`src/common/video_pkg.sv`:
```
// shared types and register numbers for the raster video generator
// imported by every module that needs a word, address, colour or counter type

package video_pkg;

    typedef logic [15:0] word_t;        // register and vram data word
    typedef logic [15:0] addr_t;        // vram word address
    typedef logic [7:0]  color_t;       // palette colour index
    typedef logic [10:0] hres_t;        // horizontal pixel counter
    typedef logic [9:0]  vres_t;        // vertical line counter

    // largest playfield count the register map can address (bit 3 of reg num)
    localparam int MAX_PF = 2;

    // scan states, horizontal walks them in this order
    typedef enum logic [1:0] {
        PRE_SYNC  = 2'b00,              // front porch
        SYNC      = 2'b01,              // sync pulse
        POST_SYNC = 2'b10,              // back porch
        VISIBLE   = 2'b11               // active pixels or lines
    } video_state_e;

    // config register numbers, playfield B adds 0x08 to the XR_PF_* entries
    typedef enum logic [4:0] {
        XR_VID_CTRL     = 5'h00,        // wr: interrupt pulse, rd: interrupt status
        XR_SCANLINE     = 5'h02,        // rd: vblank flag and current line
        XR_VID_HSIZE    = 5'h04,        // rd: visible width
        XR_VID_VSIZE    = 5'h05,        // rd: visible height
        XR_PF_GFX_CTRL  = 5'h10,        // colour base [15:8], blank [7]
        XR_PF_DISP_ADDR = 5'h12,        // first word of the frame
        XR_PF_LINE_LEN  = 5'h13         // words added per line
    } reg_num_e;

endpackage

```
`src/hdl/video_timing.sv`:
```
// horizontal and vertical sync engine, four scan states per axis
// registered sync and display-enable, combinational line and frame strobes
`timescale 1ns/1ns

module video_timing #(
    parameter int H_VISIBLE       = 640,
    parameter int H_FRONT_PORCH   = 16,
    parameter int H_SYNC_PULSE    = 96,
    parameter int H_BACK_PORCH    = 48,
    parameter int V_VISIBLE       = 480,
    parameter int V_FRONT_PORCH   = 10,
    parameter int V_SYNC_PULSE    = 2,
    parameter int V_BACK_PORCH    = 33,
    parameter bit H_SYNC_POLARITY = 1'b0,
    parameter bit V_SYNC_POLARITY = 1'b0
) (
    input  wire logic       clk,
    input  wire logic       reset_i,
    output logic            hsync_o,
    output logic            vsync_o,
    output logic            dv_de_o,
    output logic            pixel_en_o,         // display enable for the next cycle
    output logic            h_line_end_o,       // last visible pixel of a line
    output logic            frame_start_o,      // last pixel before first visible line
    output logic            last_visible_o,     // last visible pixel of the frame
    output logic            v_blank_o,
    output video_pkg::vres_t v_count_o
);

    import video_pkg::*;

    // blank pixels come first on each line, blank lines come after the visible ones
    localparam int H_BLANK = H_FRONT_PORCH + H_SYNC_PULSE + H_BACK_PORCH;
    localparam int V_FP_END = V_VISIBLE + V_FRONT_PORCH;
    localparam int V_SYNC_END = V_FP_END + V_SYNC_PULSE;

    video_state_e   h_state, h_state_next;
    video_state_e   v_state, v_state_next;
    hres_t          h_count, h_end;             // h_end is last count of h_state
    vres_t          v_count, v_end;

    always_comb begin
        case (h_state)
            PRE_SYNC:  h_end = hres_t'(H_FRONT_PORCH - 1);
            SYNC:      h_end = hres_t'(H_FRONT_PORCH + H_SYNC_PULSE - 1);
            POST_SYNC: h_end = hres_t'(H_BLANK - 1);
            default:   h_end = hres_t'(H_BLANK + H_VISIBLE - 1);
        endcase
        case (v_state)
            VISIBLE:   v_end = vres_t'(V_VISIBLE - 1);
            PRE_SYNC:  v_end = vres_t'(V_FP_END - 1);
            SYNC:      v_end = vres_t'(V_SYNC_END - 1);
            default:   v_end = vres_t'(V_SYNC_END + V_BACK_PORCH - 1);
        endcase
        h_state_next = (h_count == h_end) ? video_state_e'(h_state + 2'd1) : h_state;
        h_line_end_o = (h_state == VISIBLE) && (h_state_next == PRE_SYNC);
        // vertical only moves on at end of line
        v_state_next = (h_line_end_o && v_count == v_end) ? video_state_e'(v_state + 2'd1)
                                                          : v_state;
        frame_start_o  = h_line_end_o && (v_state == POST_SYNC) && (v_state_next == VISIBLE);
        last_visible_o = h_line_end_o && (v_state == VISIBLE) && (v_state_next == PRE_SYNC);
        pixel_en_o     = (h_state_next == VISIBLE) && (v_state_next == VISIBLE);
    end

    always_ff @(posedge clk) begin
        if (reset_i) begin
            h_state <= PRE_SYNC;
            v_state <= PRE_SYNC;
            h_count <= '0;
            v_count <= '0;
            hsync_o <= !H_SYNC_POLARITY;        // inactive level
            vsync_o <= !V_SYNC_POLARITY;
            dv_de_o <= 1'b0;
        end else begin
            h_state <= h_state_next;
            v_state <= v_state_next;
            h_count <= h_line_end_o ? '0 : h_count + 1'b1;
            if (frame_start_o) begin
                v_count <= '0;                  // wrap to first visible line
            end else if (h_line_end_o) begin
                v_count <= v_count + 1'b1;
            end
            hsync_o <= (h_state_next == SYNC) ? H_SYNC_POLARITY : !H_SYNC_POLARITY;
            vsync_o <= (v_state_next == SYNC) ? V_SYNC_POLARITY : !V_SYNC_POLARITY;
            dv_de_o <= pixel_en_o;
        end
    end

    assign v_blank_o = (v_state != VISIBLE);    // scanline read bit 15
    assign v_count_o = v_count;

endmodule

```
`src/hdl/video_regs.sv`:
```
// config register file: write decode, registered read mux, interrupt pulses
// playfield registers repeat every 8 numbers, bit 3 picks the playfield
`timescale 1ns/1ns

module video_regs #(
    parameter int H_VISIBLE = 640,
    parameter int V_VISIBLE = 480,
    parameter int NUM_PF    = 2
) (
    input  wire logic               clk,
    input  wire logic               reset_i,
    input  wire logic               reg_wr_i,
    input  video_pkg::reg_num_e     reg_num_i,
    input  video_pkg::word_t        reg_data_i,
    input  wire logic [3:0]         intr_status_i,
    input  video_pkg::vres_t        v_count_i,
    input  wire logic               v_blank_i,
    input  wire logic               last_visible_i,
    output video_pkg::word_t        reg_data_o,
    output logic [3:0]              intr_signal_o,      // one-cycle pulses
    output logic                    pf_blank_o      [NUM_PF],
    output video_pkg::color_t       pf_colorbase_o  [NUM_PF],
    output video_pkg::addr_t        pf_start_addr_o [NUM_PF],
    output video_pkg::word_t        pf_line_len_o   [NUM_PF]
);

    import video_pkg::*;

    logic [$clog2(MAX_PF)-1:0] pf_sel;  // playfield picked by reg num bit 3
    reg_num_e   pf_reg;                 // reg num folded onto playfield A
    word_t      rd_pf;
    word_t      rd_data;

    assign pf_sel = reg_num_i[3];
    assign pf_reg = reg_num_e'({reg_num_i[4], 1'b0, reg_num_i[2:0]});

    always_ff @(posedge clk) begin
        if (reset_i) begin
            intr_signal_o <= 4'b0;
            for (int p = 0; p < NUM_PF; p++) begin
                pf_blank_o[p]      <= 1'b1;                 // start blanked
                pf_colorbase_o[p]  <= '0;
                pf_start_addr_o[p] <= '0;
                pf_line_len_o[p]   <= word_t'(H_VISIBLE / 2);   // two pixels per word
            end
        end else begin
            intr_signal_o <= 4'b0;
            if (reg_wr_i && reg_num_i == XR_VID_CTRL) begin
                intr_signal_o <= reg_data_i[3:0];
            end
            if (last_visible_i) begin
                intr_signal_o[3] <= 1'b1;                   // vsync interrupt
            end
            for (int p = 0; p < NUM_PF; p++) begin
                if (reg_wr_i && reg_num_i[4] && pf_sel == p) begin
                    case (pf_reg)
                        XR_PF_GFX_CTRL: begin
                            pf_colorbase_o[p] <= reg_data_i[15:8];
                            pf_blank_o[p]     <= reg_data_i[7];
                        end
                        XR_PF_DISP_ADDR: pf_start_addr_o[p] <= reg_data_i;
                        XR_PF_LINE_LEN:  pf_line_len_o[p]   <= reg_data_i;
                        default: ;
                    endcase
                end
            end
        end
    end

    always_comb begin
        rd_pf = '0;                         // absent playfields read 0
        for (int p = 0; p < NUM_PF; p++) begin
            if (pf_sel == p) begin
                case (pf_reg)
                    XR_PF_GFX_CTRL:  rd_pf = {pf_colorbase_o[p], pf_blank_o[p], 7'b0};
                    XR_PF_DISP_ADDR: rd_pf = pf_start_addr_o[p];
                    XR_PF_LINE_LEN:  rd_pf = pf_line_len_o[p];
                    default:         rd_pf = '0;
                endcase
            end
        end
        case (reg_num_i)
            XR_VID_CTRL:  rd_data = {12'h000, intr_status_i};
            XR_SCANLINE:  rd_data = {v_blank_i, 15'(v_count_i)};
            XR_VID_HSIZE: rd_data = word_t'(H_VISIBLE);
            XR_VID_VSIZE: rd_data = word_t'(V_VISIBLE);
            default:      rd_data = reg_num_i[4] ? rd_pf : '0;
        endcase
    end

    always_ff @(posedge clk) begin
        reg_data_o <= rd_data;
    end

endmodule

```
`src/playfield/video_playfield.sv`:
```
// one 8 bpp bitmap playfield: line address, two-word fetch buffer, pixel shift-out
// each vram word gives two colour indices, high byte first
`timescale 1ns/1ns

module video_playfield (
    input  wire logic           clk,
    input  wire logic           reset_i,
    input  wire logic           pixel_en_i,         // a pixel is displayed next cycle
    input  wire logic           h_line_end_i,
    input  wire logic           frame_start_i,
    input  wire logic           pf_blank_i,
    input  video_pkg::color_t   pf_colorbase_i,
    input  video_pkg::addr_t    pf_start_addr_i,
    input  video_pkg::word_t    pf_line_len_i,
    input  wire logic           fetch_grant_i,
    input  video_pkg::word_t    vram_data_i,        // shared by all playfields
    output logic                fetch_req_o,
    output video_pkg::addr_t    fetch_addr_o,
    output video_pkg::color_t   color_index_o
);

    import video_pkg::*;

    addr_t      line_base;          // first word of the current line
    logic       armed;              // first frame_start seen since reset
    logic       rd_pend;            // granted last cycle, data on vram_data_i now
    word_t      buf_q [2];
    logic [1:0] buf_cnt;            // words held in buf_q
    logic       half;               // low byte of the word is next
    color_t     lo_byte;
    word_t      head;
    logic       restart;
    logic       pop;

    always_comb begin
        restart = h_line_end_i || frame_start_i;
        pop     = pixel_en_i && !half;                  // word taken on its high byte
        head    = (buf_cnt == 2'd0) ? vram_data_i : buf_q[0];   // bypass when empty
        // room counts the word still in flight
        fetch_req_o = armed && (buf_cnt + {1'b0, rd_pend} < 2'd2);
    end

    always_ff @(posedge clk) begin
        if (reset_i) begin
            armed         <= 1'b0;
            rd_pend       <= 1'b0;
            buf_cnt       <= 2'd0;
            half          <= 1'b0;
            line_base     <= '0;
            fetch_addr_o  <= '0;
            color_index_o <= '0;
        end else begin
            rd_pend <= fetch_req_o && fetch_grant_i && !restart;   // old line data dropped
            if (frame_start_i) begin
                armed        <= 1'b1;
                line_base    <= pf_start_addr_i;
                fetch_addr_o <= pf_start_addr_i;
            end else if (h_line_end_i) begin
                line_base    <= line_base + pf_line_len_i;
                fetch_addr_o <= line_base + pf_line_len_i;
            end else if (fetch_req_o && fetch_grant_i) begin
                fetch_addr_o <= fetch_addr_o + 1'b1;
            end
            if (restart) begin
                buf_cnt <= 2'd0;                        // flush for the next line
                half    <= 1'b0;
            end else begin
                buf_cnt <= buf_cnt + {1'b0, rd_pend} - {1'b0, pop};
                if (pixel_en_i) half <= !half;
            end
            if (!pixel_en_i || pf_blank_i) begin
                color_index_o <= '0;
            end else begin
                color_index_o <= (half ? lo_byte : head[15:8]) ^ pf_colorbase_i;
            end
        end
    end

    // buffer words and the saved low byte
    always_ff @(posedge clk) begin
        if (pop) begin
            lo_byte  <= head[7:0];
            buf_q[0] <= (buf_cnt == 2'd2) ? buf_q[1] : vram_data_i;
            buf_q[1] <= vram_data_i;
        end else if (rd_pend) begin
            buf_q[buf_cnt[0]] <= vram_data_i;           // append behind held word
        end
    end

endmodule

```
`src/hdl/vram_arbiter.sv`:
```
// fixed-priority vram arbiter, lowest-numbered requesting playfield wins
// purely combinational, a loser keeps its request up and retries
`timescale 1ns/1ns

module vram_arbiter #(
    parameter int NUM_PF = 2
) (
    input  wire logic           fetch_req_i  [NUM_PF],
    input  video_pkg::addr_t    fetch_addr_i [NUM_PF],
    output logic                fetch_grant_o [NUM_PF],     // one-hot
    output logic                vram_sel_o,
    output video_pkg::addr_t    vram_addr_o
);

    logic taken;                    // a lower playfield already holds the port

    always_comb begin
        taken       = 1'b0;
        vram_addr_o = fetch_addr_i[0];  // playfield 0 address when idle
        for (int p = 0; p < NUM_PF; p++) begin
            fetch_grant_o[p] = fetch_req_i[p] && !taken;
            if (fetch_grant_o[p]) begin
                vram_addr_o = fetch_addr_i[p];
            end
            taken = taken || fetch_req_i[p];
        end
        vram_sel_o = taken;         // any request pending
    end

endmodule

```
`src/hdl/video_gen.sv`:
```
// raster video generator top: sync engine, config registers, playfields, vram arbiter
// drive timing through the parameters, NUM_PF selects one or two playfields
`timescale 1ns/1ns

module video_gen #(
    parameter int H_VISIBLE       = 640,
    parameter int H_FRONT_PORCH   = 16,
    parameter int H_SYNC_PULSE    = 96,
    parameter int H_BACK_PORCH    = 48,
    parameter int V_VISIBLE       = 480,
    parameter int V_FRONT_PORCH   = 10,
    parameter int V_SYNC_PULSE    = 2,
    parameter int V_BACK_PORCH    = 33,
    parameter bit H_SYNC_POLARITY = 1'b0,
    parameter bit V_SYNC_POLARITY = 1'b0,
    parameter int NUM_PF          = 2      // 1 or 2 playfields
) (
    input  wire logic               clk,
    input  wire logic               reset_i,
    input  wire logic               reg_wr_i,       // config register write strobe
    input  video_pkg::reg_num_e     reg_num_i,
    input  video_pkg::word_t        reg_data_i,
    output video_pkg::word_t        reg_data_o,     // read data, one cycle after reg_num_i
    input  wire logic [3:0]         intr_status_i,
    output logic [3:0]              intr_signal_o,
    output logic                    vram_sel_o,
    output video_pkg::addr_t        vram_addr_o,
    input  video_pkg::word_t        vram_data_i,    // data one cycle after a select
    output video_pkg::color_t       color_index_o [NUM_PF],
    output logic                    hsync_o,
    output logic                    vsync_o,
    output logic                    dv_de_o
);

    import video_pkg::*;

    logic   pixel_en;                   // next cycle is a displayed pixel
    logic   h_line_end;
    logic   frame_start;
    logic   last_visible;
    logic   v_blank;
    vres_t  v_count;

    logic   pf_blank      [NUM_PF];
    color_t pf_colorbase  [NUM_PF];
    addr_t  pf_start_addr [NUM_PF];
    word_t  pf_line_len   [NUM_PF];
    logic   fetch_req     [NUM_PF];
    logic   fetch_grant   [NUM_PF];     // one-hot
    addr_t  fetch_addr    [NUM_PF];

    video_timing #(
        .H_VISIBLE(H_VISIBLE), .H_FRONT_PORCH(H_FRONT_PORCH),
        .H_SYNC_PULSE(H_SYNC_PULSE), .H_BACK_PORCH(H_BACK_PORCH),
        .V_VISIBLE(V_VISIBLE), .V_FRONT_PORCH(V_FRONT_PORCH),
        .V_SYNC_PULSE(V_SYNC_PULSE), .V_BACK_PORCH(V_BACK_PORCH),
        .H_SYNC_POLARITY(H_SYNC_POLARITY), .V_SYNC_POLARITY(V_SYNC_POLARITY)
    ) u_timing (
        .clk(clk), .reset_i(reset_i),
        .hsync_o(hsync_o), .vsync_o(vsync_o), .dv_de_o(dv_de_o),
        .pixel_en_o(pixel_en), .h_line_end_o(h_line_end), .frame_start_o(frame_start),
        .last_visible_o(last_visible), .v_blank_o(v_blank), .v_count_o(v_count)
    );

    video_regs #(.H_VISIBLE(H_VISIBLE), .V_VISIBLE(V_VISIBLE), .NUM_PF(NUM_PF)) u_regs (
        .clk(clk), .reset_i(reset_i),
        .reg_wr_i(reg_wr_i), .reg_num_i(reg_num_i), .reg_data_i(reg_data_i),
        .intr_status_i(intr_status_i), .v_count_i(v_count), .v_blank_i(v_blank),
        .last_visible_i(last_visible), .reg_data_o(reg_data_o),
        .intr_signal_o(intr_signal_o), .pf_blank_o(pf_blank),
        .pf_colorbase_o(pf_colorbase), .pf_start_addr_o(pf_start_addr),
        .pf_line_len_o(pf_line_len)
    );

    for (genvar p = 0; p < NUM_PF; p++) begin : g_pf
        video_playfield u_pf (
            .clk(clk), .reset_i(reset_i),
            .pixel_en_i(pixel_en), .h_line_end_i(h_line_end), .frame_start_i(frame_start),
            .pf_blank_i(pf_blank[p]), .pf_colorbase_i(pf_colorbase[p]),
            .pf_start_addr_i(pf_start_addr[p]), .pf_line_len_i(pf_line_len[p]),
            .fetch_grant_i(fetch_grant[p]), .vram_data_i(vram_data_i),   // shared data bus
            .fetch_req_o(fetch_req[p]), .fetch_addr_o(fetch_addr[p]),
            .color_index_o(color_index_o[p])
        );
    end

    vram_arbiter #(.NUM_PF(NUM_PF)) u_arbiter (
        .fetch_req_i(fetch_req), .fetch_addr_i(fetch_addr),
        .fetch_grant_o(fetch_grant), .vram_sel_o(vram_sel_o), .vram_addr_o(vram_addr_o)
    );

endmodule

```
`config.mk`:
```
export PLATFORM = sky130hd
export DESIGN_NAME = video_gen
export DESIGN_NICKNAME = d
export VERILOG_FILES = /design/src/common/video_pkg.sv /design/src/hdl/video_timing.sv /design/src/hdl/video_regs.sv /design/src/playfield/video_playfield.sv /design/src/hdl/vram_arbiter.sv /design/src/hdl/video_gen.sv
export SDC_FILE = /design/constraint.sdc
export NUM_CORES = 1
export LEC_CHECK = 0
export ABC_AREA = 1
export BUFFER_PORTS_ARGS = -buffer_cell sky130_fd_sc_hd__buf_2
export CORE_ASPECT_RATIO = 0.6
export CORE_MARGIN = 5
export CORE_UTILIZATION = 54
export CTS_CLUSTER_SIZE = 14
export DETAILED_ROUTE_END_ITERATION = 10
export PLACE_DENSITY_LB_ADDON = 0.2
export SYNTH_ARGS = -nofsm -noshare
export SYNTH_HDL_FRONTEND = slang
export SYNTH_HIERARCHICAL = 1
export SYNTH_SLANG_ARGS = --single-unit
```
`constraint.sdc`:
```
create_clock -name clk -period 4.45 [get_ports clk]
set_clock_uncertainty 0.2 [all_clocks]
set_input_delay 0.445 -clock clk [delete_from_list [all_inputs] [get_ports clk]]
set_output_delay 0.445 -clock clk [all_outputs]
set_load 0.05 [all_outputs]
```
* After elaboration in Yosys (flattened, before gate mapping) *
Memory sizes are Yosys's and may differ from the RTL's.
Cells that the tools add are included.

word-level totals
  flip-flop bits (word level) = 235
  bits in writable memories = 64
  output and inout port bits = 56
  word-level logic and storage cells = 172
  memories = 2

memories
  memory              words  width  rd ports  clocked after memory_dff  write ports  line                   source
  g_pf[0].u_pf.buf_q  2      16     2         0                         2            video_playfield.sv:27  word_t buf_q [2];
  g_pf[1].u_pf.buf_q  2      16     2         0                         2            video_playfield.sv:27

operators by class
  $add $sub $neg = 12
  magnitude comparators = 2
  equality and inequality tests = 21
  multiplexer cells = 46
  bitwise operators = 4
  reduce and logical (&&, ||, !) cells = 52

operators with widths
  operator               count
  $mux 16                19
  $pmux 16 s3            2
  $pmux 16 s4            1
  $pmux 10 s3            2
  $add 16x1->16 const B  2
  $add 16x16->16         2
  $reduce_or 16->1       2
  $logic_and 1x1->1      19
  $mux 1                 17
  $eq 2x2->1 const B     8
  $mux 8                 2
  $xor 8x8->8            2
  $eq 4x4->1 const B     3
  $logic_not 2->1        6
  $reduce_and 2->1       6
  $reduce_or 2->1        6
  $add 11x1->11 const B  1
  $eq 11x10->1           1
  $add 10x1->10 const B  1
  $eq 10x10->1           1
  $eq 5x3->1 const B     2
  $eq 2x1->1 const B     4
  $reduce_bool 3->1      2
  $eq 5x2->1 const B     1
  12 further kinds       25

* Logic depth before layout (Yosys ltp) *
  word-level depth = 15
  depth in mapped cells = 25
  gate-level depth less buffers = 23

* Cells and area by module *
Netlist, hierarchy kept.

modules (own cells, without submodules)
  module                          times used  cells an instance  area an instance (µm²)  sequential area each (µm²)
  video_playfield (g_pf[0].u_pf)  1           639                4795.8                  2102.0
  video_playfield (g_pf[1].u_pf)  1           631                4768.3                  2102.0
  video_regs                      1           656                4356.7                  2042.0
  video_timing                    1           254                1799.2                  560.5
  vram_arbiter                    1           57                 291.5                   0.0

* Least setup slack after synthesis *
Ideal clock, no wire load.

  path type = register to register
  start = register u_timing.h_state[0]
  end = memory g_pf[0].u_pf/buf_q[0][0] (netlist name), enable pin
  library setup time = 0.411 ns
  arrival time = 3.150 ns
  slack = 0.689 ns
  cell stages (with the launch flop) = 18
  cell sequence = dfxtp_1 inv_1 ha_1 o21ai_1 nand3_2 nor2_4 nand3_2 nand2_4 inv_4 nor2_4 nand3_1 nand2_2 nand2_1 nor2_1 inv_1 nor2_1 inv_1 o21ai_0

RTL lines
  what                    line                   source
  from (decl)             video_timing.sv:37     video_state_e h_state, h_state_next;
  from (signal assigned)  video_timing.sv:75     h_state <= h_state_next;
  to (decl)               video_playfield.sv:27

==> impl_metrics.ini <==
[run_status]
status = finished, final reports clean

[grt]
antenna_found_initial = 0
grt_max_degree = 47
grt_pass1_wl_um = 75500
grt_pass1_vias = 13900
grt_usage = 0.282
grt_overflow_total = 0

[critical_path]
reg2reg_from = u_timing/h_state[0]$_SDFF_PP0_
critical_path_cell_count = 16
critPathSlowestCell = o211ai_2
crit_path_start_kind = flop
r2r.worst_path.cells = 16
crit_fanout = 23
cp_top_family = simple AND/OR/NAND/NOR gates
rr_endpoint = g_pf[0].u_pf/buf_q[0][5]$_DFFE_PP_
arrival_ns = 4.15
critPathRequiredTime_ns = 4.57
crit_path_end = g_pf[0].u_pf/buf_q[0][5]$_DFFE_PP_
critPathBufInv = 3
endpoint_kind = flop
regToRegSetupSlack_ns = 0.42
critical_path_class = reg2reg
cp-startpoint = u_timing/h_state[0]$_SDFF_PP0_
path_cells = inv_1, ha_1, inv_1, nor2_1, nor3_1, nand4_1, nand2_1, nand4_1, nand2_1, nand2_2, nand2_1, nor2_1, inv_1, nor2_1, o211ai_2, mux2_2
slowest_delay_ns = 0.82

[timing]
worst_slack_ns = 0.417
slew_viol_final = 0
period_needed_ns = 4.03
finalCritPeriodShare = 0.906
tightestPinTransition_ns = 1.07
whs_ns = 0.0325
final_hold_viol_count = 0
setup_tns_ns = 0
rsz0062_at_grt = no
setup_violations = 0
slew_headroom = 0.281
timing.fmax_ghz = 0.248

[layout]
fin_nets = 2430
finalInstanceArea_um2 = 17900
area_growth_pct = 11.8
diodes = 0
drive_above_1_share = 0.105
stdcell_count = 2762

[yosys]
yosysUniqueCellTypes = 52
synthesis.nets = 2328
synth_warnings = 6
syn_area_um2 = 16000
ys_ff_latch = 300
async_reset_ff_frac = 0
synth_cells = 2237
synthFlopType = dfxtp_1
yosysSeqAreaShare = 0.425
synth-edff-count = 80
avgSynthCellArea_um2 = 7.16

[clock_tree]
clockBufferDepth = 3
cts-root-buf = clkbuf_16
cts_resized = 0
cts_setup_buffers = 0
cts_num_sinks = 300
cts_hold_buf = 22
clkTransAtPathRegs_ns = 0.07
clk_latency_ns = 0.57
htree_levels = 1
cts_buffers = 29
cts_tree = done

[hold_path]
hp-class = in2reg

[die]
die_y_um = 143
core_um2 = 29000
num_rows = 48
io_pins = 100
dieArea_um2 = 33300
die_w_um = 232
initial_core_util = 0.552

[placed_design]
place_area_um2 = 16800
dp_hpwl_um = 36200
place_ws_ns = 0.513
place_congestion = 0.976
dp.cells = 2686
portBuffers = 99

[detailed_routing]
drtIter0Drc = 1917
wl_per_cell_um = 17.5
finalWirelength_um = 48400
drc = 0
dr.pass1.iters = 6
via_count = 15300
via_per_inst = 5.54
antenna_left = 0

[power_and_ir_drop]
p_leak_nw = 8.15
peakVddDrop_v = 0.000294
powerDensity_nw_per_um2 = 310

[flow_run]
maxCapViolCount = 0
[metrics by stage]
stage                     utilization  total power [mW]
after floorplan                     -              3.03
after global placement          0.578              3.14
after detailed placement        0.578              3.14
after CTS                       0.617              5.57
after global routing            0.617              5.73
final                           0.617              5.55
[logic make-up (layout without fill, tap and decap cells)]
kind of cell,count (synthesis),count (layout),synth area share
mux,18,18,0.0127
compound gates,323,323,0.108
buf+inv,325,450,0.0836
fa+ha+maj,47,47,0.0377
xor+xnor,20,20,0.0119
flops,300,300,0.425
simple gates,1204,1204,0.321
[power breakdown]
part / internal [mW] / switching [mW]
sequential: 2.81 / 0.00970
combinational: 0.0804 / 0.207
clock: 1.37 / 1.07
total: 4.26 / 1.29
[synth_stat cells (2+ instances only)]
| library cell | count | area, um2 |
|---|---|---|
| xor2_1 | 12 | 105 |
| a21oi_1 | 125 | 626 |
| mux2_2 | 18 | 203 |
| o21ai_1 | 7 | 35.0 |
| nand3_1 | 150 | 751 |
| o21ai_0 | 146 | 731 |
| a21boi_0 | 5 | 37.5 |
| buf_1 | 3 | 11.3 |
| inv_2 | 7 | 26.3 |
| inv_4 | 2 | 12.5 |
| a22oi_1 | 2 | 15.0 |
| and2_1 | 3 | 18.8 |
| nand2_1 | 582 | 2180 |
| o21bai_1 | 8 | 60.1 |
| a41oi_1 | 2 | 17.5 |
| nor2_2 | 18 | 113 |
| nor3_2 | 2 | 20.0 |
| ha_1 | 45 | 563 |
| xnor2_1 | 6 | 52.6 |
| nand3_2 | 5 | 50.1 |
| nor2_4 | 7 | 78.8 |
| clkbuf_1 | 23 | 86.3 |
| fa_1 | 2 | 40.0 |
| buf_2 | 28 | 140 |
| a31oi_1 | 12 | 75.1 |
| or2_2 | 7 | 43.8 |
| buf_4 | 7 | 52.6 |
| nand2_8 | 2 | 40.0 |
| buf_6 | 7 | 78.8 |
| o211ai_1 | 7 | 52.6 |
| nor3_1 | 13 | 65.1 |
| nor3b_1 | 19 | 143 |
| nand3b_1 | 9 | 67.6 |
| dfxtp_1 | 220 | 4400 |
| inv_1 | 247 | 927 |
| nand2_2 | 15 | 93.8 |
| nor2_1 | 348 | 1310 |
| nand4_1 | 21 | 131 |
| a22o_1 | 2 | 17.5 |
| o21ai_2 | 2 | 17.5 |
| edfxtp_1 | 80 | 2400 |
[area by class of cell]
cell class / count / area, um2
Clock inverter: 18 / 160
Tap cell: 400 / 500
Multi-Input combinational cell: 1612 / 7870
Inverter: 257 / 970
Fill cell: 2693 / 11100
Sequential cell: 300 / 6810
Timing Repair Buffer: 139 / 851
Clock buffer: 36 / 752
[registers in the layout, indices dropped and copies added (netlist names), 4 cells and up]
| signal | count |
|---|---|
| g_pf.u_pf/fetch_addr_o | 32 |
| g_pf.u_pf/buf_cnt | 4 |
| g_pf.u_pf/buf_q | 64 |
| u_regs/intr_signal_o | 4 |
| u_regs/pf_colorbase_o | 16 |
| g_pf.u_pf/color_index_o | 16 |
| u_regs/pf_line_len_o | 32 |
| u_regs/reg_data_o | 16 |
| u_regs/pf_start_addr_o | 32 |
| u_timing/v_count_o | 10 |
| u_timing/h_count | 11 |
| g_pf.u_pf/lo_byte | 16 |
| g_pf.u_pf/line_base | 32 |
[worst register-to-register path: stages, from the launching register on]
cell	delay, ns
dfxtp_1	0.42
inv_1	0.10
ha_1	0.28
inv_1	0.10
nor2_1	0.04
nor3_1	0.32
nand4_1	0.19
nand2_1	0.15
nand4_1	0.12
nand2_1	0.13
nand2_2	0.10
nand2_1	0.11
nor2_1	0.10
inv_1	0.11
nor2_1	0.07
o211ai_2	0.82
mux2_2	0.43
[cells in the final DEF (no fill, tap or decap), types with 3 or more instances in the layout]
cell           Yosys  final
a21boi_0           5      5
a21oi_1          125    125
a31oi_1           12     12
and2_1             3      3
buf_2             28     99
buf_4              7     18
bufinv_16          0      3
clkbuf_1          23      7
clkbuf_16          0     29
clkinv_1           1     10
clkinv_2           0      4
dfxtp_1          220    220
dlygate4sd3_1      0     22
edfxtp_1          80     80
ha_1              45     45
inv_1            247    246
inv_2              7      8
mux2_2            18     18
nand2_1          582    582
nand2_2           15     15
nand3_1          150    150
nand3_2            5      5
nand3b_1           9      9
nand4_1           21     21
nor2_1           348    348
nor2_2            18     18
nor2_4             7      7
nor3_1            13     13
nor3b_1           19     19
o211ai_1           7      7
o21ai_0          146    142
o21ai_1            7     11
o21bai_1           8      8
or2_2              7      7
xnor2_1            6      6
xor2_1            12     12
[how the worst min path moves through the flow]
stage / cells after the start / slack [ns] / start / endpoint
2_1_floorplan: 1 / 0.22 / u_timing/h_count[0]$_SDFF_PP0_ / u_timing/h_count[0]$_SDFF_PP0_
3_3_place_gp: 1 / 0.23 / u_timing/h_count[0]$_SDFF_PP0_ / u_timing/h_count[0]$_SDFF_PP0_
3_5_place_dp: 1 / 0.25 / u_timing/h_count[0]$_SDFF_PP0_ / u_timing/h_count[0]$_SDFF_PP0_
4_1_cts: 3 / 0.0009 / reg_data_i[3] / u_regs/intr_signal_o[3]$_SDFF_PP0_
5_1_grt: 1 / 0.009 / vram_data_i[10] / g_pf[0].u_pf/buf_q[1][10]$_DFFE_PP_
6_report: 1 / 0.03 / vram_data_i[10] / g_pf[0].u_pf/buf_q[1][10]$_DFFE_PP_
[layer usage]
layer  GRT usage  vias up  part of all wire  wire length (um)
met5           0        -                 0                 0
met4      0.0550        0             0.019               912
met3      0.0768       69              0.11              5300
met2       0.401      665              0.40             19200
met1       0.433     7147              0.47             23000
li1            -     7420                 -                 -
No activity file was read; power rests on OpenSTA's default activity.
